**src/common/focus_pkg.sv**
```systemverilog
package focus_pkg;

    // array geometry
    localparam int num_elements = 16;
    localparam int array_cols   = 4;

    // datapath widths
    localparam int coord_w = 8;   // signed focal coordinate
    localparam int pos_w   = 9;   // focal point relative to one element
    localparam int rsq_w   = 19;  // squared radius
    localparam int delay_w = 8;

    localparam logic [delay_w-1:0] delay_base = 8'd147;
    localparam logic [delay_w-1:0] delay_max  = 8'd179;

    // focus register plus lane register
    localparam int settle_cycles = 2;

    // element centres at +-40 and +-120, pitch of 80
    // same table serves columns (x) and rows (y)
    localparam logic signed [pos_w-1:0] element_offsets [0:array_cols-1] = '{
        9'sd120,
        9'sd40,
        -9'sd40,
        -9'sd120
    };

    // ascending upper bounds on r^2
    // delay = delay_base + number of bounds exceeded
    localparam int num_bounds = 32;

    localparam logic [rsq_w-1:0] delay_bounds [0:num_bounds-1] = '{
        19'd3844,   19'd12544,  19'd21316,  19'd29929,   // r 62 .. 173
        19'd38809,  19'd47961,  19'd57121,  19'd66049,
        19'd75076,  19'd84100,  19'd93636,  19'd103041,
        19'd112225, 19'd121801, 19'd131044, 19'd140625,
        19'd150544, 19'd160000, 19'd169744, 19'd179776,
        19'd190096, 19'd199809, 19'd209764, 19'd219961,
        19'd229441, 19'd240100, 19'd250000, 19'd260100,
        19'd270400, 19'd280900, 19'd291600, 19'd302500   // r 520 .. 550
    };

    // focal point relative to the array centre
    typedef struct packed {
        logic signed [coord_w-1:0] x;
        logic signed [coord_w-1:0] y;
    } focus_point_t;

    // one firing delay per element, slot i belongs to element i
    typedef logic [num_elements-1:0][delay_w-1:0] element_delays_t;

endpackage

```
**src/source/focus_latch.sv**
```systemverilog
`timescale 1ns/1ps

module focus_latch import focus_pkg::*; (
    input  logic         i_clk,
    input  logic         arst_n,
    input  logic         focus_load,
    input  focus_point_t focus_in,
    output focus_point_t focus,
    output logic         delays_ready
);

    localparam int settle_w = $clog2(settle_cycles + 1);

    logic [settle_w-1:0] settle_cnt;

    always_ff @(posedge i_clk or negedge arst_n) begin
        if (!arst_n) begin
            focus <= '0;
        end else if (focus_load) begin
            focus <= focus_in;
        end
    end

    // every load restarts the settle count
    // back to back loads keep delays_ready low until the newest point reaches the lanes
    always_ff @(posedge i_clk or negedge arst_n) begin
        if (!arst_n) begin
            settle_cnt   <= '0;
            delays_ready <= 1'b0;
        end else if (focus_load) begin
            settle_cnt   <= settle_w'(settle_cycles);
            delays_ready <= 1'b0;
        end else if (settle_cnt != '0) begin
            settle_cnt <= settle_cnt - 1'b1;
            if (settle_cnt == settle_w'(1)) begin
                delays_ready <= 1'b1;   // lanes registered the new point
            end
        end
    end

    // ready only once the point has passed focus and lane registers
    assert property (@(posedge i_clk) disable iff (!arst_n)
        delays_ready |-> !$past(focus_load) && !$past(focus_load, 2))
        else $error("delays_ready high within two cycles of a focus load");

endmodule

```
**config.mk**
```make
export PLATFORM = sky130hd
export DESIGN_NAME = focus_latch
export DESIGN_NICKNAME = d
export VERILOG_FILES = /design/src/common/focus_pkg.sv /design/src/source/focus_latch.sv
export SDC_FILE = /design/constraint.sdc
export NUM_CORES = 1
export LEC_CHECK = 0
export ABC_AREA = 1
export BUFFER_PORTS_ARGS = -buffer_cell sky130_fd_sc_hd__buf_4
export CAP_MARGIN = 20
export CORE_MARGIN = 1
export CORE_UTILIZATION = 25
export CTS_CLUSTER_SIZE = 30
export DETAILED_ROUTE_END_ITERATION = 8
export PLACE_DENSITY_LB_ADDON = 0.25
export SETUP_SLACK_MARGIN = 0.02
export SLEW_MARGIN = 20
export SYNTH_ARGS = -nofsm -noshare
export SYNTH_HDL_FRONTEND = slang
export SYNTH_SLANG_ARGS = --single-unit
```
**constraint.sdc**
```tcl
create_clock -name i_clk -period 0.96 [get_ports i_clk]
set_input_delay 0.048 -clock i_clk [delete_from_list [all_inputs] [get_ports i_clk]]
set_output_delay 0.048 -clock i_clk [all_outputs]
set_load 0.01 [all_outputs]
```
==> results.md <==
- Syn Area/Cell: 9.38 µm²
- Rows: 20
- Worst Hold Class: input port to flop
- Worst-margin pin slew: 0.251 ns
- Hold WS: 0.0904 ns
- Synth Instances: 85
- Status: finished, violations left
- Fraction of layout cells with a size suffix above 1: 42.6%
- Top Ports: 36
- CP Launch Point: settle_cnt[1]
- Hold Vio Cnt, Final: 0
- Synth cell types: 12
- Met1 usage: 14.0%
- Post-Syn Area: 797 µm²
- RSZ-0062 raised after global routing: yes
- Worst setup SP type: flop
- Multi-input logic area: 293 µm²
- Area growth, synth to finish: 77.4%
- Max FO, Critical Path: 2
- Slew HR: 83.3%
- Final Worst Setup Slack: -0.0613 ns
- # setup viols final: 2
- Worst hold stages: 2
- Post-synth top area share: 59.7%
- Core Footprint: 3030 µm²
- H-tree Lvls: 1
- Failing checks: negative setup slack
- Post-synthesis sequential area ratio: 59.7%
- GR met2 Demand/Resource: 22.5%
- Area contributors post-synth: dfrtp_1 (60%), nand2_1 (22%), nand2_2 (3.9%)
- Max stage delay on crit path: 0.40 ns
- CTS tree: yes
- Placement Setup Slack: -0.0496 ns
- Initial antenna violation count: 0
- Post-DP HPWL: 1170 µm
- Root Driver: clkbuf_4
- Wirelength, routed: 1960 µm
- Max Cap Viol: 0
- Post-synthesis sequential element count: 19
- Net Count, Synth: 106
- Final core occ: 46.7%
- FF-to-FF setup slack: -0.06 ns
- Die H: 58.5 µm
- Number of global-route vias before repair: 732
- Top cell type by total area after synthesis: dfrtp_1
- Congestion Overflow GR: 0
- Die width: 58.5 µm
- Tcrit/Tclk final: 106%
- Total iterations of the first detailed-routing run: 2
- Average wire per standard cell: 10.2 µm
- GRT Util Overall: 12.3%
- Slew Viols, Final: 0
- Peak VDD IR: 669 µV
- CP Cell Sequence: inv_2 > ha_4 > or2_4 > nand2_2
- CP Class: flop to flop
- Final Cell Area: 1410 µm²
- Most used routing layer: met2
- Power Dens Cells: 1600 nW/µm²
- Yosys warnings: 0
- F_max: 979 MHz
- R2r startpoint: settle_cnt[1]
- Worst reg2reg path depth: 4
- Fillers: 286
- Leak: 0.742 nW
- DRT antenna net count: 0
- DRC violations left: 0
- Overall power: 2.26 mW
- DIE AREA: 3420 µm²
- Diode count: 0
- DRT iter0 DRCs: 26
- Routed vias/inst: 3.93
- First-pass GRT wire length: 3150 µm
- Nets: 170
- Clock transition at path regs: 0.11 ns
- Storage element area: 475 µm²
- CTS Sinks: 19
- CTS Buf Count: 3
- Most frequent cells in the layout: nand2_1 (44), buf_4 (37), dfrtp_1 (19)
- Initial core utilization: 26.3%
- Area after DPL: 1090 µm²
- Max Buffers Root-to-Sink: 2
- Clk_lat worst skew: 0.30 ns
- Final GP Congestion: 0.615
- Largest net degree at the start of global routing: 20
- Commonest non-fill, non-tap cell in the layout: nand2_1
- Data required time of the worst path: 1.21 ns
- Grt met3 use: 2.42%
- WP data arrival: 1.27 ns
- Hold wc startpoint: focus_load
- Final Skew: 0.000354 ns
- CP Capture Type: flop
- Slowest stage cell, crit path: dfrtp_1
- Clock period minus worst slack: 1.02 ns
- Total number of vias: 754
- Port Buffers: 35
-- path summary, 6_finish.rpt --
path,to
max,settle_cnt[1]
min,delays_ready
max reg2reg,settle_cnt[1]
min reg2reg,focus[15]
max in group asynchronous,focus[15]
min in group asynchronous,focus[7]
-- synthesized netlist by cell type --
master,n
a21oi_1,2
buf_6,1
buf_8,1
clkbuf_8,1
dfrtp_1,19
ha_1,2
inv_1,4
inv_8,1
nand2_1,46
nand2_2,5
nand3_1,2
or2_2,1
-- through the flow --
step           setup TNS [ns]  instances
3_3_place_gp          -0.0155        163
3_5_place_dp          -0.0993        163
5_1_grt                -0.195        192
4_1_cts               -0.0489        187
2_1_floorplan         -0.0163         85
6_report              -0.0780        192
-- logic make-up after synthesis --
logic type | share of synthesized area (%)
AO/OA/AOI/OAI | 1.26
adder cells (fa/ha/maj) | 3.14
buffers and inverters | 8.32
flip-flops | 59.7
AND/OR/NAND/NOR | 27.6
-- sequential cells by signal, summed over array words and instances, names as in the netlist --
register / flops
focus: 16
settle_cnt: 2
delays_ready: 1
-- critical path: cells and delay by family, from the launching register on --
family / cells / cell delay, ns
fa+ha+maj: 1 / 0.20
buf+inv: 1 / 0.09
flops: 1 / 0.40
simple gates: 2 / 0.27
-- what timing repair did --
item | in CTS | in global routing
resized for setup | 11 | 7
endpoints found under the hold margin | 35 | 0
setup buffers | 4 | 6
hold buffers | 17 | 0
pin swaps | 3 | 4
endpoints found under the setup margin | 3 | 13
-- layout make-up --
cell class	instances	area share (%)
repair buffers	62	38.1
inverters	5	1.86
multi-input cells	58	20.7
well taps	44	3.89
flip-flops and latches	19	33.6
clock buffers	4	1.86
-- where the power goes --
group / total (mW) / switching [mW] / internal [mW] / leakage (nW)
Clock: 0.414 / 0.252 / 0.162 / 0.0150
Combinational: 0.878 / 0.361 / 0.517 / 0.496
Sequential: 0.971 / 0.0675 / 0.904 / 0.232
-- metal layers --
layer	share of wire [%]	wire (µm)
met5	0	0
met3	5.8	113
met1	45	883
met4	1.1	21
met2	48	937
No activity file was read; power rests on OpenSTA's default activity.
