==> src/common/focus_pkg.sv <==
package focus_pkg;

    // array geometry
    localparam int num_elements = 16;
    localparam int array_cols   = 4;

    // datapath widths
    localparam int coord_w = 8;   // signed focal coordinate
    localparam int pos_w   = 9;   // focal point relative to one element
    localparam int rsq_w   = 19;  // squared radius
    localparam int delay_w = 8;

    localparam logic [delay_w-1:0] delay_base = 8'd147;
    localparam logic [delay_w-1:0] delay_max  = 8'd179;

    // focus register plus lane register
    localparam int settle_cycles = 2;

    // element centres at +-40 and +-120, pitch of 80
    // same table serves columns (x) and rows (y)
    localparam logic signed [pos_w-1:0] element_offsets [0:array_cols-1] = '{
        9'sd120,
        9'sd40,
        -9'sd40,
        -9'sd120
    };

    // ascending upper bounds on r^2
    // delay = delay_base + number of bounds exceeded
    localparam int num_bounds = 32;

    localparam logic [rsq_w-1:0] delay_bounds [0:num_bounds-1] = '{
        19'd3844,   19'd12544,  19'd21316,  19'd29929,   // r 62 .. 173
        19'd38809,  19'd47961,  19'd57121,  19'd66049,
        19'd75076,  19'd84100,  19'd93636,  19'd103041,
        19'd112225, 19'd121801, 19'd131044, 19'd140625,
        19'd150544, 19'd160000, 19'd169744, 19'd179776,
        19'd190096, 19'd199809, 19'd209764, 19'd219961,
        19'd229441, 19'd240100, 19'd250000, 19'd260100,
        19'd270400, 19'd280900, 19'd291600, 19'd302500   // r 520 .. 550
    };

    // focal point relative to the array centre
    typedef struct packed {
        logic signed [coord_w-1:0] x;
        logic signed [coord_w-1:0] y;
    } focus_point_t;

    // one firing delay per element, slot i belongs to element i
    typedef logic [num_elements-1:0][delay_w-1:0] element_delays_t;

endpackage

==> src/element_delay/element_delay.sv <==
`timescale 1ns/1ps

module element_delay import focus_pkg::*; #(
    parameter int element_index = 0
) (
    input  logic               i_clk,
    input  logic               arst_n,
    input  focus_point_t       focus,
    output logic [delay_w-1:0] delay
);

    // position of this element in the grid
    localparam int col = element_index % array_cols;
    localparam int row = element_index / array_cols;

    localparam logic signed [pos_w-1:0] off_x = element_offsets[col];
    localparam logic signed [pos_w-1:0] off_y = element_offsets[row];

    logic signed [pos_w-1:0]   rel_x;
    logic signed [pos_w-1:0]   rel_y;
    logic signed [2*pos_w-1:0] sq_x;
    logic signed [2*pos_w-1:0] sq_y;
    logic [rsq_w-1:0]          rsq;
    logic [delay_w-1:0]        steps;
    logic [delay_w-1:0]        delay_next;

    // focal point seen from this element, sign extended first
    // range -248 .. 247 fits pos_w
    assign rel_x = $signed({focus.x[coord_w-1], focus.x}) + off_x;
    assign rel_y = $signed({focus.y[coord_w-1], focus.y}) + off_y;

    assign sq_x = rel_x * rel_x;
    assign sq_y = rel_y * rel_y;

    // both squares are non-negative, top bit is free
    assign rsq = {1'b0, sq_x} + {1'b0, sq_y};

    // threshold count instead of a range case, table is ascending
    always_comb begin
        steps = '0;
        for (int i = 0; i < num_bounds; i++) begin
            if (rsq > delay_bounds[i]) begin
                steps = steps + 1'b1;
            end
        end
    end

    assign delay_next = delay_base + steps;

    always_ff @(posedge i_clk or negedge arst_n) begin
        if (!arst_n) begin
            delay <= delay_base;
        end else begin
            delay <= delay_next;
        end
    end

    // scheduler counter window assumes this range
    assert property (@(posedge i_clk) disable iff (!arst_n)
        (delay >= delay_base) && (delay <= delay_max))
        else $error("element %0d delay %0d out of range", element_index, delay);

endmodule

==> config.mk <==
export PLATFORM = sky130hd
export DESIGN_NAME = element_delay
export DESIGN_NICKNAME = d
export VERILOG_FILES = /design/src/common/focus_pkg.sv /design/src/element_delay/element_delay.sv
export SDC_FILE = /design/constraint.sdc
export NUM_CORES = 1
export LEC_CHECK = 0
export BUFFER_PORTS_ARGS = -buffer_cell sky130_fd_sc_hd__buf_2
export CAP_MARGIN = 0
export CORE_ASPECT_RATIO = 1.5
export CORE_UTILIZATION = 34
export DETAILED_ROUTE_END_ITERATION = 7
export GPL_TIMING_DRIVEN = 0
export PLACE_DENSITY = 0.57
export SYNTH_ARGS = -nofsm -noshare
export SYNTH_HDL_FRONTEND = slang
export SYNTH_SLANG_ARGS = --single-unit
==> constraint.sdc <==
create_clock -name i_clk -period 0.8 [get_ports i_clk]
set_input_delay 0.24 -clock i_clk [delete_from_list [all_inputs] [get_ports i_clk]]
set_output_delay 0.24 -clock i_clk [all_outputs]
set_load 0.05 [all_outputs]
==> reports/metrics.yaml, run 1 <==
layout:
  reg.largest.list: "delay (8)"
  nFillCells: 3929
  nets: 2128
  final_cell_mix: "inv_1, nand2_1, fa_1"
  largest_register_ffs: 8
  areaGrowthSynthToFinish_pct: 23.6
  top_register: "delay"
  drive_gt1_share_pct: 23.3
  multi_input_area_sq_mm: 0.0133
  final_area_sq_mm: 0.0165
  diodes: 0
  regArea_sq_um: 210
  mostFrequentLayoutCell: "inv_1"
die:
  die-area_sq_mm: 0.0400
  coreArea_sq_mm: 0.0385
  start_util_pct: 34.6
  fp.dieH_um: 244
  core.rowCount: 88
  num_io_pins: 26
  chipWidth_um: 164
sta:
  setup_viol: 16
  period_share_pct: 3060
  slew_headroom_pct: 24.4
  whs_ps: 380
  tns_ps: -176320
  fmax_mhz: 40.8
  slew_violations: 0
  period_needed_ps: 24490
  worst_pin_slew_ps: 1120
  setup_ws_ps: -23690
  grt_setup_unrepaired: "true"
  final-hold-violation-count: 0
clock_network:
  clk_pin_slew_ps: 40
  cts-htree-levels: 1
  ctsRootBufferMaster: "clkbuf_16"
  cts_tree: "done"
  cts.sinks: 8
  numCtsBuffers: 3
  clockBufferDepth: 2
global_route:
  grt_pass1_vias: 13300
  grt_max_degree: 11
  use_met2_pct: 42.0
  grt_usage_pct: 20.4
  grtUsageMet3_pct: 0.661
  gr-usage-met1_pct: 20.4
  grt_busiest_layer: "met2"
  grt_overflow: 0
  grt_pass1_wl_um: 65900
  antenna_found_initial: 0
route:
  drc: 0
  antenna_left: 0
  drt_iter0_markers: 574
  via_count: 12900
  routed_wl_um: 40800
  wl_per_cell_um: 17.3
  viasPerCell: 5.50
  drt_pre_antenna_iters: 5
placement:
  pre_cts_slack_ps: -26110
  dp_hpwl_um: 33700
  place_area_sq_mm: 0.0146
  place.port_buffers: 25
  gp_congestion: 0.929
min_path:
  hp-class: "primary input to asynchronous set/reset pin"
synth:
  ys_types: 118
  synth_top_area_share_pct: 17.9
  synth-seq-cells: 8
  synth_area_leaders: "fa_1, ha_1, xnor2_1, inv_1, nand2_1"
  syn_avg_cell_area_sq_um: 7.73
  synth_xor_area_share_pct: 15.4
  yosys_warnings: 0
  yosys.area_share.adder_pct: 30.5
  synth_edf_count: 0
  synthSimpleGateAreaFrac_pct: 22.2
  yosysSeqAreaShare_pct: 1.54
  yosysTopAreaCell: "fa_1"
  synth_top_family_by_area: "adder cells"
  ys.flop_type: "dfstp_2"
  synth_compound_area_share_pct: 20.2
  syn-cell-area_sq_mm: 0.0133
  syn_inst: 1724
  synthArstFlopShare_pct: 100
  synth_mux_area_share_pct: 1.89
setup_path:
  cp_slowest_cell: "or4_4"
  cp_common_cell: "ha_4"
  crit_arrival_ps: 24650
  crit_family: "adder cells"
  path_class: "primary input to flop"
  crit_fanout: 5
  critPathRequiredTime_ps: 960
  max_stage_delay_ps: 570
  cp-start-kind: "primary input"
  crit_buf_inv: 19
  cp-end-kind: "flop"
outcome:
  status: "finished with violations"
  violations: "negative setup slack"
job:
  cap_violations: 0
[through the flow]
step           cells  utilization (%)
2_1_floorplan   1725                -
3_3_place_gp    2245             37.8
3_5_place_dp    2246             37.8
4_1_cts         2304             40.7
5_1_grt         2350             42.7
6_report        2350             42.7
[synth_stat cells (15+ instances only)]
cell      instances
inv_1           234
nand3_1          45
o21ai_0          70
a21oi_1          93
clkbuf_1         29
nand4_1          18
nor3_1           49
nor2_1          109
nor4_1           21
a211oi_1         15
o21a_1           18
xnor2_1         111
a31oi_1          19
and2_1           38
nand2_1         163
fa_1            119
ha_1            134
nand2b_1         18
nor2b_1          15
xor2_1           60
a21o_1           19
[worst paths after layout]
kind                           start       end  slack (ps)  cells after the start
max in group asynchronous     arst_n  delay[7]         180                      2
min                           arst_n  delay[2]         380                      2
max                        focus[12]  delay[7]      -23690                    132
min in group i_clk          delay[5]  delay[5]         960                      1
[repair_timing]
action                     4_1_cts  5_1_grt
hold buffers                     1        0
setup endpoints to repair       16       16
gates resized for setup        139       79
setup buffers                   58       47
hold endpoints to repair         4        0
pin swaps                       74       89
[metal layers]
metal	vias to the layer above	share of wire, %
met2	243	57
met4	0	5.7
li1	6241	-
met3	113	1.6
met5	-	0
met1	6327	36
[cell type report]
cell class | count | share of cell area, %
tap | 495 | 3.76
clock buffer | 3 | 0.456
sequential | 8 | 1.28
multi-input combinational | 1434 | 81.1
timing repair buffer | 132 | 6.51
buffer | 42 | 1.42
inverter | 236 | 5.52
[cells by family after synthesis]
| logic type | after synthesis |
|---|---|
| buf+inv | 283 |
| simple gates | 572 |
| compound gates | 386 |
| flops | 8 |
| xor+xnor | 197 |
| fa+ha+maj | 254 |
| mux | 23 |
| other cells | 1 |
Power of run 1 is not shown: default switching activity piles up to over one toggle a cycle in this logic, so the estimate is an artifact.
==> inputs of run 2 (changes only) <==
- ABC_AREA: default -> 1
- PLACE_DENSITY: 0.57 -> default
- TNS_END_PERCENT: default -> 50
==> run 2 against run 1 <==
Sequential share of layout area decreased by 0.12 points. The flow still finishes with violations (negative setup slack). First-iteration DRC count decreased by 2.4%. Synthesized cell count increased by 42%. Synthesized area increased by 10%.
==> reports/metrics.yaml, run 2 <==
layout:
  top_register: "delay"  # unchanged
  stdcell_count: 3119  # was 2,350
  nets: 2821  # was 2,128
  largest_register_ffs: 8  # unchanged
  final_cell_mix: "inv_1, nand2_1, nor2_1"  # was inv_1, nand2_1, fa_1
  areaGrowthSynthToFinish_pct: 20.3  # was 23.6%
  reg.largest.list: "delay (8)"  # unchanged
  final_util_pct: 41.4  # was 42.7%
  drive_gt1_share_pct: 25.3  # was 23.3%
  diodes: 0  # unchanged
  mostFrequentLayoutCell: "inv_1"  # unchanged
synth:
  synth-seq-cells: 8  # unchanged
  yosysTopAreaCell: "fa_1"  # unchanged
  synth_top_area_share_pct: 16.2  # was 17.9%
  synth_area_leaders: "fa_1, nand2_1, inv_1, ha_1, nand3_1"  # was fa_1, ha_1, xnor2_1, inv_1, nand2_1
  ys.flop_type: "dfstp_2"  # unchanged
  syn_inst: 2449  # was 1,724
  ys_types: 53  # was 118
  synth_commonest_cells: "nand2_1, inv_1, nor2_1"  # was inv_1, nand2_1, ha_1
  synthArstFlopShare_pct: 100  # unchanged
  synth_edf_count: 0  # unchanged
  yosys_warnings: 0  # unchanged
  syn-cell-area_sq_mm: 0.0147  # was 0.0133 sq mm
  syn_avg_cell_area_sq_um: 6.01  # was 7.73 sq um
  yosys.cell_count.top_type: "nand2_1"  # was inv_1
  yosysSeqAreaShare_pct: 1.39  # was 1.54%
global_route:
  antenna_found_initial: 0  # unchanged
  grt_overflow: 0  # unchanged
  grt_pass1_wl_um: 75600  # was 65,900 um
  grt_pass1_vias: 15800  # was 13,300
  grt_usage_pct: 21.6  # was 20.4%
  grt_max_degree: 11  # unchanged
sta:
  fmax_mhz: 50.8  # was 40.8 MHz
  setup_viol: 16  # unchanged
  period_needed_ps: 19690  # was 24,490 ps
  period_share_pct: 2460  # was 3060%
  setup_ws_ps: -18890  # was -23,690 ps
  grt_setup_unrepaired: "true"  # unchanged
  slew_violations: 0  # unchanged
  tns_ps: -144690  # was -176,320 ps
  final-hold-violation-count: 0  # unchanged
  slew_headroom_pct: 29.9  # was 24.4%
  worst_pin_slew_ps: 1040  # was 1120 ps
setup_path:
  path_class: "primary input to flop"  # unchanged
  cp_common_cell: "nand2_4"  # was ha_4
  cp_slowest_cell: "fa_1"  # was or4_4
  crit_fanout: 4  # was 5
  max_stage_delay_ps: 530  # was 570 ps
  crit_family: "adder cells"  # unchanged
  critPathRequiredTime_ps: 950  # was 960 ps
  crit_arrival_ps: 19840  # was 24,650 ps
  cp-start-kind: "primary input"  # unchanged
  cp-end-kind: "flop"  # unchanged
  crit_buf_inv: 17  # was 19
clock_network:
  numCtsBuffers: 3  # unchanged
  ctsRootBufferMaster: "clkbuf_16"  # unchanged
  clk_pin_slew_ps: 40  # about the same
  cts-htree-levels: 1  # unchanged
  cts.sinks: 8  # unchanged
  clockBufferDepth: 2  # unchanged
  cts_tree: "done"  # unchanged
placement:
  gp_congestion: 1.01  # was 0.929
  dp_hpwl_um: 39700  # was 33,700 um
  placedCellCount: 3045  # was 2,246
  place.port_buffers: 25  # unchanged
route:
  via_count: 15400  # was 12,900
  viasPerCell: 4.95  # was 5.50
  antenna_left: 0  # unchanged
  routed_wl_um: 47600  # was 40,800 um
  drt_iter0_markers: 560  # was 574
  drc: 0  # unchanged
  wl_per_cell_um: 15.2  # was 17.3 um
  drt_pre_antenna_iters: 5  # unchanged
die:
  die-area_sq_mm: 0.0441  # was 0.0400 sq mm
  coreArea_sq_mm: 0.0428  # was 0.0385 sq mm
  fp.dieH_um: 257  # was 244 um
  start_util_pct: 34.4  # was 34.6%
  num_io_pins: 26  # unchanged
  chipWidth_um: 172  # was 164 um
  core.rowCount: 93  # was 88
job:
  cap_violations: 0  # unchanged
outcome:
  status: "finished with violations"  # unchanged
  violations: "negative setup slack"  # unchanged
min_path:
  hp-class: "primary input to asynchronous set/reset pin"  # unchanged
-- run 2: worst paths after layout --
path / slack, ps / cells past startpoint / from / to
max in group asynchronous: 170 / 2 / arst_n / delay[1]
setup / recovery: -18890 / 144 / focus[4] / delay[6]
min in group i_clk: 960 / 1 / delay[3] / delay[3]
hold / removal: 390 / 2 / arst_n / delay[5]
-- run 2: logic make-up (layout without fill, tap and decap cells) --
family                     Yosys count  count (layout)  share of synthesized area [%]
AOI/OAI and AO/OA                  116             116                           4.70
xor gates and xnor gates            45              45                           2.68
adders and majority gates          253             253                           27.6
buffers and inverters              569             668                           14.8
DFF                                  8               8                           1.39
other                                1               2                         0.0255
and+or+nand+nor                   1457            1457                           48.8
-- run 2: layout make-up --
cell class                      count  area (sq um)
Sequential cell                     8           205
Timing Repair Buffer               95           774
Inverter                          561          2130
Buffer                              8          68.8
Clock buffer                        4          78.8
Multi-Input combinational cell   1873         13700
Fill cell                        4649         25100
Tap cell                          570           713
-- run 2: timing repair --
item,4_1_cts,5_1_grt
hold buffers,1,0
pin swaps,66,113
hold endpoints to repair,4,0
resized for setup,134,167
buffers inserted,44,26
setup endpoints to repair,16,16
-- run 2: through the flow --
step	worst slack (ps)	cell area, sq um	hold slack (ps)
final	-18890	17700	392
after global routing	-19830	17700	434
after CTS	-20050	16800	375
after detailed placement	-22420	15800	86.1
after global placement	-21980	15800	78.9
after floorplan	-19470	15000	-55.6
-- run 2: per-layer routing --
layer	global-route usage [%]	up-vias	share of wire, %
met2	44.5	296	56
met4	11.7	0	6.6
met3	1.16	138	2.3
met1	20.6	7215	35
li1	-	7777	-
met5	0	-	0
Power of run 2 is left out for the same reason.
