[src/common/focus_pkg.sv]
package focus_pkg;

    // array geometry
    localparam int num_elements = 16;
    localparam int array_cols   = 4;

    // datapath widths
    localparam int coord_w = 8;   // signed focal coordinate
    localparam int pos_w   = 9;   // focal point relative to one element
    localparam int rsq_w   = 19;  // squared radius
    localparam int delay_w = 8;

    localparam logic [delay_w-1:0] delay_base = 8'd147;
    localparam logic [delay_w-1:0] delay_max  = 8'd179;

    // focus register plus lane register
    localparam int settle_cycles = 2;

    // element centres at +-40 and +-120, pitch of 80
    // same table serves columns (x) and rows (y)
    localparam logic signed [pos_w-1:0] element_offsets [0:array_cols-1] = '{
        9'sd120,
        9'sd40,
        -9'sd40,
        -9'sd120
    };

    // ascending upper bounds on r^2
    // delay = delay_base + number of bounds exceeded
    localparam int num_bounds = 32;

    localparam logic [rsq_w-1:0] delay_bounds [0:num_bounds-1] = '{
        19'd3844,   19'd12544,  19'd21316,  19'd29929,   // r 62 .. 173
        19'd38809,  19'd47961,  19'd57121,  19'd66049,
        19'd75076,  19'd84100,  19'd93636,  19'd103041,
        19'd112225, 19'd121801, 19'd131044, 19'd140625,
        19'd150544, 19'd160000, 19'd169744, 19'd179776,
        19'd190096, 19'd199809, 19'd209764, 19'd219961,
        19'd229441, 19'd240100, 19'd250000, 19'd260100,
        19'd270400, 19'd280900, 19'd291600, 19'd302500   // r 520 .. 550
    };

    // focal point relative to the array centre
    typedef struct packed {
        logic signed [coord_w-1:0] x;
        logic signed [coord_w-1:0] y;
    } focus_point_t;

    // one firing delay per element, slot i belongs to element i
    typedef logic [num_elements-1:0][delay_w-1:0] element_delays_t;

endpackage

[src/source/fire_scheduler.sv]
`timescale 1ns/1ps

module fire_scheduler import focus_pkg::*; (
    input  logic                    i_clk,
    input  logic                    arst_n,
    input  logic                    fire,
    input  logic                    delays_ready,
    input  element_delays_t         delays,
    output logic [num_elements-1:0] tx_pulse,
    output logic                    busy
);

    element_delays_t    snap;   // delays frozen for the current shot
    logic [delay_w-1:0] tick;
    logic               accept;

    // fires that arrive early or mid shot are dropped
    assign accept = fire && delays_ready && !busy;

    // snapshot keeps a focus reload from moving pulses of a running shot
    always_ff @(posedge i_clk or negedge arst_n) begin
        if (!arst_n) begin
            snap <= {num_elements{delay_base}};
        end else if (accept) begin
            snap <= delays;
        end
    end

    always_ff @(posedge i_clk or negedge arst_n) begin
        if (!arst_n) begin
            busy <= 1'b0;
            tick <= '0;
        end else if (accept) begin
            busy <= 1'b1;
            tick <= delay_w'(1);   // first cycle after the accepting edge
        end else if (busy) begin
            if (tick == delay_max) begin
                busy <= 1'b0;
                tick <= '0;
            end else begin
                tick <= tick + 1'b1;
            end
        end
    end

    // tick rests at 0 while idle and no delay is 0
    // each value passes once per shot
    always_comb begin
        for (int i = 0; i < num_elements; i++) begin
            tx_pulse[i] = (tick == snap[i]);
        end
    end

    assert property (@(posedge i_clk) disable iff (!arst_n)
        !busy |-> (tx_pulse == '0))
        else $error("transmit pulse while idle");

    // shot start needs an accepted fire on the previous edge
    assert property (@(posedge i_clk) disable iff (!arst_n)
        $rose(busy) |-> $past(fire && delays_ready))
        else $error("busy rose without a valid fire");

endmodule

[config.mk]
export PLATFORM = sky130hd
export DESIGN_NAME = fire_scheduler
export DESIGN_NICKNAME = d
export VERILOG_FILES = /design/src/common/focus_pkg.sv /design/src/source/fire_scheduler.sv
export SDC_FILE = /design/constraint.sdc
export NUM_CORES = 1
export LEC_CHECK = 0
export ABC_AREA = 1
export BUFFER_PORTS_ARGS = -buffer_cell sky130_fd_sc_hd__buf_4
export CAP_MARGIN = 10
export CORE_MARGIN = 8
export CORE_UTILIZATION = 44
export CTS_CLUSTER_DIAMETER = 150
export DETAILED_ROUTE_END_ITERATION = 7
export PLACE_DENSITY = 0.66
export SLEW_MARGIN = 30
export SYNTH_ARGS = -nofsm -noshare
export SYNTH_HDL_FRONTEND = slang
export SYNTH_SLANG_ARGS = --single-unit
[constraint.sdc]
create_clock -name i_clk -period 2.85 [get_ports i_clk]
set_input_delay 0.4275 -clock i_clk [delete_from_list [all_inputs] [get_ports i_clk]]
set_output_delay 0.4275 -clock i_clk [all_outputs]
set_load 0.1 [all_outputs]
==> results by group, run 1 <==
Status
  • Status: finished, final reports clean

Finish
  • Number of diodes: 0
  • Final Cell Area: 8992 sq um
  • Layout net count: 1082
  • Layout cells sized above 1: 27.78%
  • Layout overhead on the synthesized area: 24.88%

Worst setup path
  • Arr. time, crit path: 2.08 ns
  • R2R Setup Slk: 1.09 ns
  • CP Capture Type: output port
  • Startpoint Class: register
  • CP Max Fanout: 13
  • Critical setup path kind: reg2out
  • Critical Path RT: 2.42 ns

Yosys
  • Syn_nets: 956
  • Mapped cell area: 7201 sq um
  • Syn_area_per_cell: 8.760 sq um
  • Synthesized flop and latch total: 137
  • YS warnings: 0
  • Top_reg_cell synth: dfrtp_1
  • Dominant cells by area after synthesis: dfrtp_1, dfstp_2, xnor2_1
  • Async set-reset flop share out of synthesis: 100.0%
  • Most numerous cell in the Yosys netlist: nand2_1
  • Sequential area share after synthesis: 48.72%
  • Synth cell types: 22
  • Cell taking the most area after synthesis: dfrtp_1
  • Post-synth EDFFs: 0
  • List of most frequent post-synthesis cells: nand2_1, nand3_1, xnor2_1, dfrtp_1, dfstp_2
  • Gate count of the mapped netlist: 822
  • Post-synth top area share: 25.37%

Power and ir drop
  • Combinational cell fraction of total power: 4.9%
  • Internal power: 0.003489 W
  • PD cells: 492.8 nW/um^2
  • Total net switching power: 0.0009429 W
  • Clk pwr share: 51.1%
  • LEAKAGE: 4.326 nW
  • Peak supply drop: 0.4290 mV
  • Sw Ratio: 21.28%
  • Flop pwr share: 44.0%

Clocking
  • Post-CTS Setup Repair Bufs: 0
  • Clock Latency Late Sink: 0.42 ns
  • CTS tree: yes
  • Clk slew on worst S/H paths: 0.06 ns
  • Clock buffer depth: 2
  • Root Driver: clkbuf_16
  • Inserted Clock Buffers: 17
  • H-tree depth: 4
  • Clk sinks: 137

Floorplanning
  • Full die area: 20710 sq um
  • Die width: 143.9 um
  • Core ar.: 15940 sq um
  • FP Rows: 46
  • Top Ports: 149
  • Initial Util: 45.17%
  • Die Y-Extent: 143.9 um

Placement
  • GPL Wtd Cong: 0.7857
  • Port bufs: 148
  • Placed Area: 8376 sq um
  • Post-DP HPWL: 12910 um

Route
  • Wire length per cell: 16.17 um
  • DRT iter0 DRCs: 312
  • Drt via density: 4.946
  • Residual DRC: 0
  • Vias: 5822
  • Final ANT Viol Nets: 0
  • Total wire length: 19030 um
  • DRT Pass-1 Iters: 5

STA
  • Unrepaired setup endpoints after global routing: false
  • Final hold vios: 0
  • Max Slew Vio Count: 0
  • Clock skew after layout: 0.008154 ns
  • Fmax: 398.5 MHz
  • Relative slew slack: 55.26%
  • Fin crit share: 88.06%
  • Minimum clock period: 2.510 ns
  • Fin Setup TNS: 0 ns
  • Slew of the pin with the lowest slew margin: 0.6711 ns
  • Finish-stage setup viols: 0

Global route
  • Largest net degree at the start of global routing: 130
  • Vias in the first global route: 5929
  • Initial antenna violation count: 0
  • Grt total ovfl: 0
  • First-pass GRT wire length: 30270 um
  • GRT Total Usage: 18.91%

Min path
  • Hold Crit Class: in2reg

Flow run
  • Max Cap Violations: 0
path summary, 6_finish.rpt:
path	from	end	depth (start not counted)
min in group asynchronous	arst_n	snap[98]	2
max in group asynchronous	arst_n	snap[104]	3
min reg2reg	snap[48]	snap[48]	2
min	delays[48]	snap[48]	3
max reg2reg	tick[0]	tick[2]	7
max	tick[0]	tx_pulse[7]	5
cell type report:
| class | instances | area, sq um |
|---|---|---|
| Fill cell | 1505 | 6950 |
| Sequential cell | 137 | 3508 |
| Multi-Input combinational cell | 613 | 3251 |
| Timing Repair Buffer | 166 | 1303 |
| Clock buffer | 20 | 456.7 |
| Tap cell | 216 | 270.3 |
| Clock inverter | 12 | 150.1 |
| Inverter | 13 | 53.80 |
kinds of logic after synthesis:
family / synth area share (%)
compound gates: 0.4865
xor+xnor: 15.81
fa+ha+maj: 0.3475
buf+inv: 6.203
flops: 48.72
simple gates: 28.43
through the flow:
step                      worst slack, ns  cells  utilization (%)  power (W)  hold slack, ns
after floorplan                    0.2408    822                -   0.002012          0.1319
after global placement             0.7906   1144            52.53   0.002196          0.4289
after detailed placement           0.8074   1144            52.53   0.002200          0.4281
after CTS                          0.3385   1177            56.40   0.004476          0.2094
after global routing               0.2267   1177            56.40   0.004567          0.2123
final                              0.3404   1177            56.40   0.004431          0.2252
power by group through the flow:
stage | Clock, W | Sequential, W | Combinational, W
after floorplan | 0 | 0.00198 | 0.0000299
after global placement | 0 | 0.00198 | 0.000214
after detailed placement | 0 | 0.00198 | 0.000218
after CTS | 0.00231 | 0.00195 | 0.000220
after global routing | 0.00238 | 0.00195 | 0.000239
final | 0.00227 | 0.00195 | 0.000216
placed cells by master, fill, tap and decap left out, types with 2 or more instances in the layout:
| cell type | Yosys | routed |
|---|---|---|
| o22ai_1 | 2 | 2 |
| buf_12 | 0 | 4 |
| clkbuf_16 | 0 | 17 |
| o21ai_1 | 2 | 2 |
| clkinvlp_4 | 0 | 3 |
| xnor2_1 | 129 | 129 |
| buf_4 | 7 | 160 |
| nand3_1 | 136 | 136 |
| clkbuf_8 | 0 | 2 |
| dfstp_2 | 64 | 64 |
| clkinv_2 | 0 | 4 |
| clkinv_4 | 0 | 2 |
| nand2_1 | 283 | 283 |
| nor2_2 | 2 | 2 |
| ha_1 | 2 | 2 |
| bufinv_16 | 0 | 3 |
| inv_1 | 11 | 10 |
| dfrtp_1 | 73 | 73 |
| inv_4 | 0 | 2 |
| nand4_1 | 32 | 32 |
| nor2_1 | 20 | 20 |
routing by layer:
metal	global-route usage (%)	vias up	routed length (um)
met2	29.73	137	8997
met1	24.92	2782	8824
met5	0	-	0
met3	5.143	15	1001
li1	-	2888	-
met4	5.645	0	208
critical path: stages, from the launching register on:
cell and delay [ns]:
dfrtp_1 0.71, buf_12 0.24, xnor2_1 0.13, nand4_1 0.10
nor2_1 0.15, buf_4 0.32
state kept, by name, indices dropped and copies added (netlist names):
register  cells
busy          1
snap        128
tick          8
timing repair:
| item | 4_1_cts | 5_1_grt |
|---|---|---|
| resized for setup | 0 | 0 |
| endpoints found under the hold margin | 27 | 0 |
| hold buffers | 1 | 0 |
Note: power is estimated with default switching activity, not from simulation.
==> run 2: changes to the inputs <==
ABC_AREA = 0   (was 1)
CORE_MARGIN = unset   (was 8)
==> results by group, run 2 <==
Clocking
  • CTS tree: yes
  • Root Driver: clkbuf_16
  • Clk sinks: 137
  • Post-CTS Setup Repair Bufs: 0
  • Cts-stage hold buffer count: 0
  • Clk slew on worst S/H paths: 0.05 ns
  • H-tree depth: 4
  • Clock Latency Late Sink: 0.41 ns
  • Clock buffer depth: 2
  • Resized Gates After CTS: 0
  • Inserted Clock Buffers: 17

Worst setup path
  • Critical Path RT: 2.42 ns
  • RR Startpoint: tick[0]
  • Slowest stage delay, CP: 0.87 ns
  • Arr. time, crit path: 2.11 ns
  • End point of the critical path: tx_pulse[2]
  • Startpoint Class: register
  • R2R Path End: tick[6]
  • Slowest cell on crit path: dfrtp_2
  • Critical path origin: tick[2]
  • Crit-path cells: xnor2_1 -> nand4_1 -> nor2_1 -> buf_4
  • Critical setup path kind: reg2out
  • CP Capture Type: output port
  • CP Max Fanout: 26
  • R2R Setup Slk: 0.78 ns
  • R2R depth: 6

Power and ir drop
  • Internal power: 0.003913 W
  • Total net switching power: 0.0009770 W
  • Flop pwr share: 42.9%
  • LEAKAGE: 4.278 nW
  • PD cells: 527.2 nW/um^2
  • Peak supply drop: 0.4252 mV
  • Clk pwr share: 49.7%
  • Combinational cell fraction of total power: 7.4%
  • Sw Ratio: 19.98%

Yosys
  • Synth cell types: 31
  • Post-synth EDFFs: 0
  • Cell taking the most area after synthesis: dfrtp_1
  • Dominant cells by area after synthesis: dfrtp_1, dfstp_2, mux2_4
  • Async set-reset flop share out of synthesis: 100.0%
  • Mapped cell area: 7308 sq um
  • Gate count of the mapped netlist: 513
  • Post-synth top area share: 25.00%
  • Sequential area share after synthesis: 48.01%
  • Top_reg_cell synth: dfrtp_1
  • List of most frequent post-synthesis cells: xnor2_1, mux2_4, dfrtp_1, dfstp_2, nand4_1
  • Most numerous cell in the Yosys netlist: xnor2_1
  • YS warnings: 0
  • Synthesized flop and latch total: 137
  • Syn_nets: 647
  • Syn_area_per_cell: 14.25 sq um

Finish
  • Non-filler cells in the finished layout: 891
  • Layout cells sized above 1: 57.63%
  • Final-layout fill cell count: 1288
  • Layout net count: 796
  • Number of diodes: 0
  • Commonest non-fill, non-tap cell in the layout: buf_4
  • Final Cell Area: 9276 sq um
  • Largest registers: snap (128), tick (8), busy (1)
  • Layout overhead on the synthesized area: 26.93%
  • Commonest cells after routing, fill and taps aside: buf_4, xnor2_1, mux2_4, dfrtp_1, dfstp_2
  • Max FFs per register: 128
  • Biggest register: snap

Min path
  • Hold Crit Class: in2async

STA
  • Finish-stage setup viols: 0
  • Fin Setup TNS: 0 ns
  • Hold slack: 0.04953 ns
  • Minimum clock period: 2.536 ns
  • Unrepaired setup endpoints after global routing: false
  • Clock skew after layout: 0.004254 ns
  • Final hold vios: 0
  • Fin crit share: 89.00%
  • Fin worst setup slack: 0.3135 ns
  • Slew of the pin with the lowest slew margin: 0.7836 ns
  • Relative slew slack: 47.76%
  • Fmax: 394.2 MHz
  • Max Slew Vio Count: 0

Floorplanning
  • Die width: 130.9 um
  • Top Ports: 149
  • Full die area: 17130 sq um
  • FP Rows: 46
  • Die Y-Extent: 130.9 um
  • Initial Util: 45.51%
  • Core ar.: 16060 sq um

Route
  • Vias: 4435
  • DRT iter0 DRCs: 154
  • Wire length per cell: 18.77 um
  • Residual DRC: 0
  • Drt via density: 4.978
  • DRT Pass-1 Iters: 7
  • Total wire length: 16720 um
  • Final ANT Viol Nets: 0

Placement
  • GPL Wtd Cong: 0.7744
  • Dpl ws: 0.7313 ns
  • DP Cell Count: 859
  • Port bufs: 148
  • Placed Area: 8630 sq um
  • Post-DP HPWL: 11260 um

Status
  • Status: finished, final reports clean

Global route
  • Initial antenna violation count: 0
  • GRT Total Usage: 20.83%
  • Largest net degree at the start of global routing: 80
  • First-pass GRT wire length: 26280 um
  • Grt total ovfl: 0
  • Vias in the first global route: 4827

Flow run
  • Max Cap Violations: 0
run 2: changes by cell type after synthesis, moves of 3 or more:
cell / delta
mux2_4: +109
buf_2: -22
nand2_1: -279
a31oi_1: +5
nand3_1: -132
mux2_2: +19
nor2_1: -4
o21ai_0: +3
inv_1: -11
run 2: power groups by stage:
stage | Sequential (W) | Combinational (W) | Clock, W
floorplan | 0.00211 | 0.000159 | 0
global placement | 0.00213 | 0.000357 | 0
detailed placement | 0.00213 | 0.000365 | 0
CTS | 0.00210 | 0.000369 | 0.00248
global route | 0.00211 | 0.000393 | 0.00257
finish | 0.00210 | 0.000361 | 0.00243
run 2: critical path, delay by kind of cell (launching register included):
kind                   cells  cell delay, ns
flip-flops                 1            0.87
buffers and inverters      1            0.32
AND/OR/NAND/NOR            2            0.31
XOR/XNOR                   1            0.19
run 2: how the worst min path moves through the flow:
stage | from | end | slack [ns] | depth (start not counted)
floorplan | arst_n | busy | 0.13 | 0
global placement | snap[34] | snap[34] | 0.51 | 1
detailed placement | arst_n | snap[107] | 0.52 | 1
CTS | arst_n | snap[107] | 0.08 | 1
global route | arst_n | snap[117] | 0.1 | 1
finish | arst_n | snap[117] | 0.05 | 1
run 2: layout make-up:
class                      instances  area (sq um)  share of cell area [%]
multi-input combinational        343          3535                   38.10
clock inverter                     8         165.2                   1.780
tap                              216         270.3                   2.913
timing repair buffer             163          1315                   14.18
sequential                       137          3510                   37.83
clock buffer                      24         481.7                   5.193
run 2: cell families after synthesis:
family	count (synthesis)	share of synthesized area, %
xor+xnor	128	15.34
buf+inv	33	3.630
flops	137	48.01
mux	128	25.32
compound gates	19	2.072
fa+ha+maj	2	0.3424
simple gates	66	5.290
run 2: stage by stage:
step           power, W  util, %
6_report       0.004891    57.77
5_1_grt        0.005068    57.77
4_1_cts        0.004951    57.77
3_5_place_dp   0.002495    53.74
3_3_place_gp   0.002483    53.74
2_1_floorplan  0.002274        -
run 2: routing by layer:
layer  wire length [um]  part of all wire [%]  global-route usage [%]  up-vias
met5                  0                     0                       0        -
met4                205                   1.2                   6.761        0
met3               1115                   6.7                   6.148       16
met2               7944                    48                   34.08      137
met1               7458                    45                   26.43     2206
li1                   -                     -                       -     2076
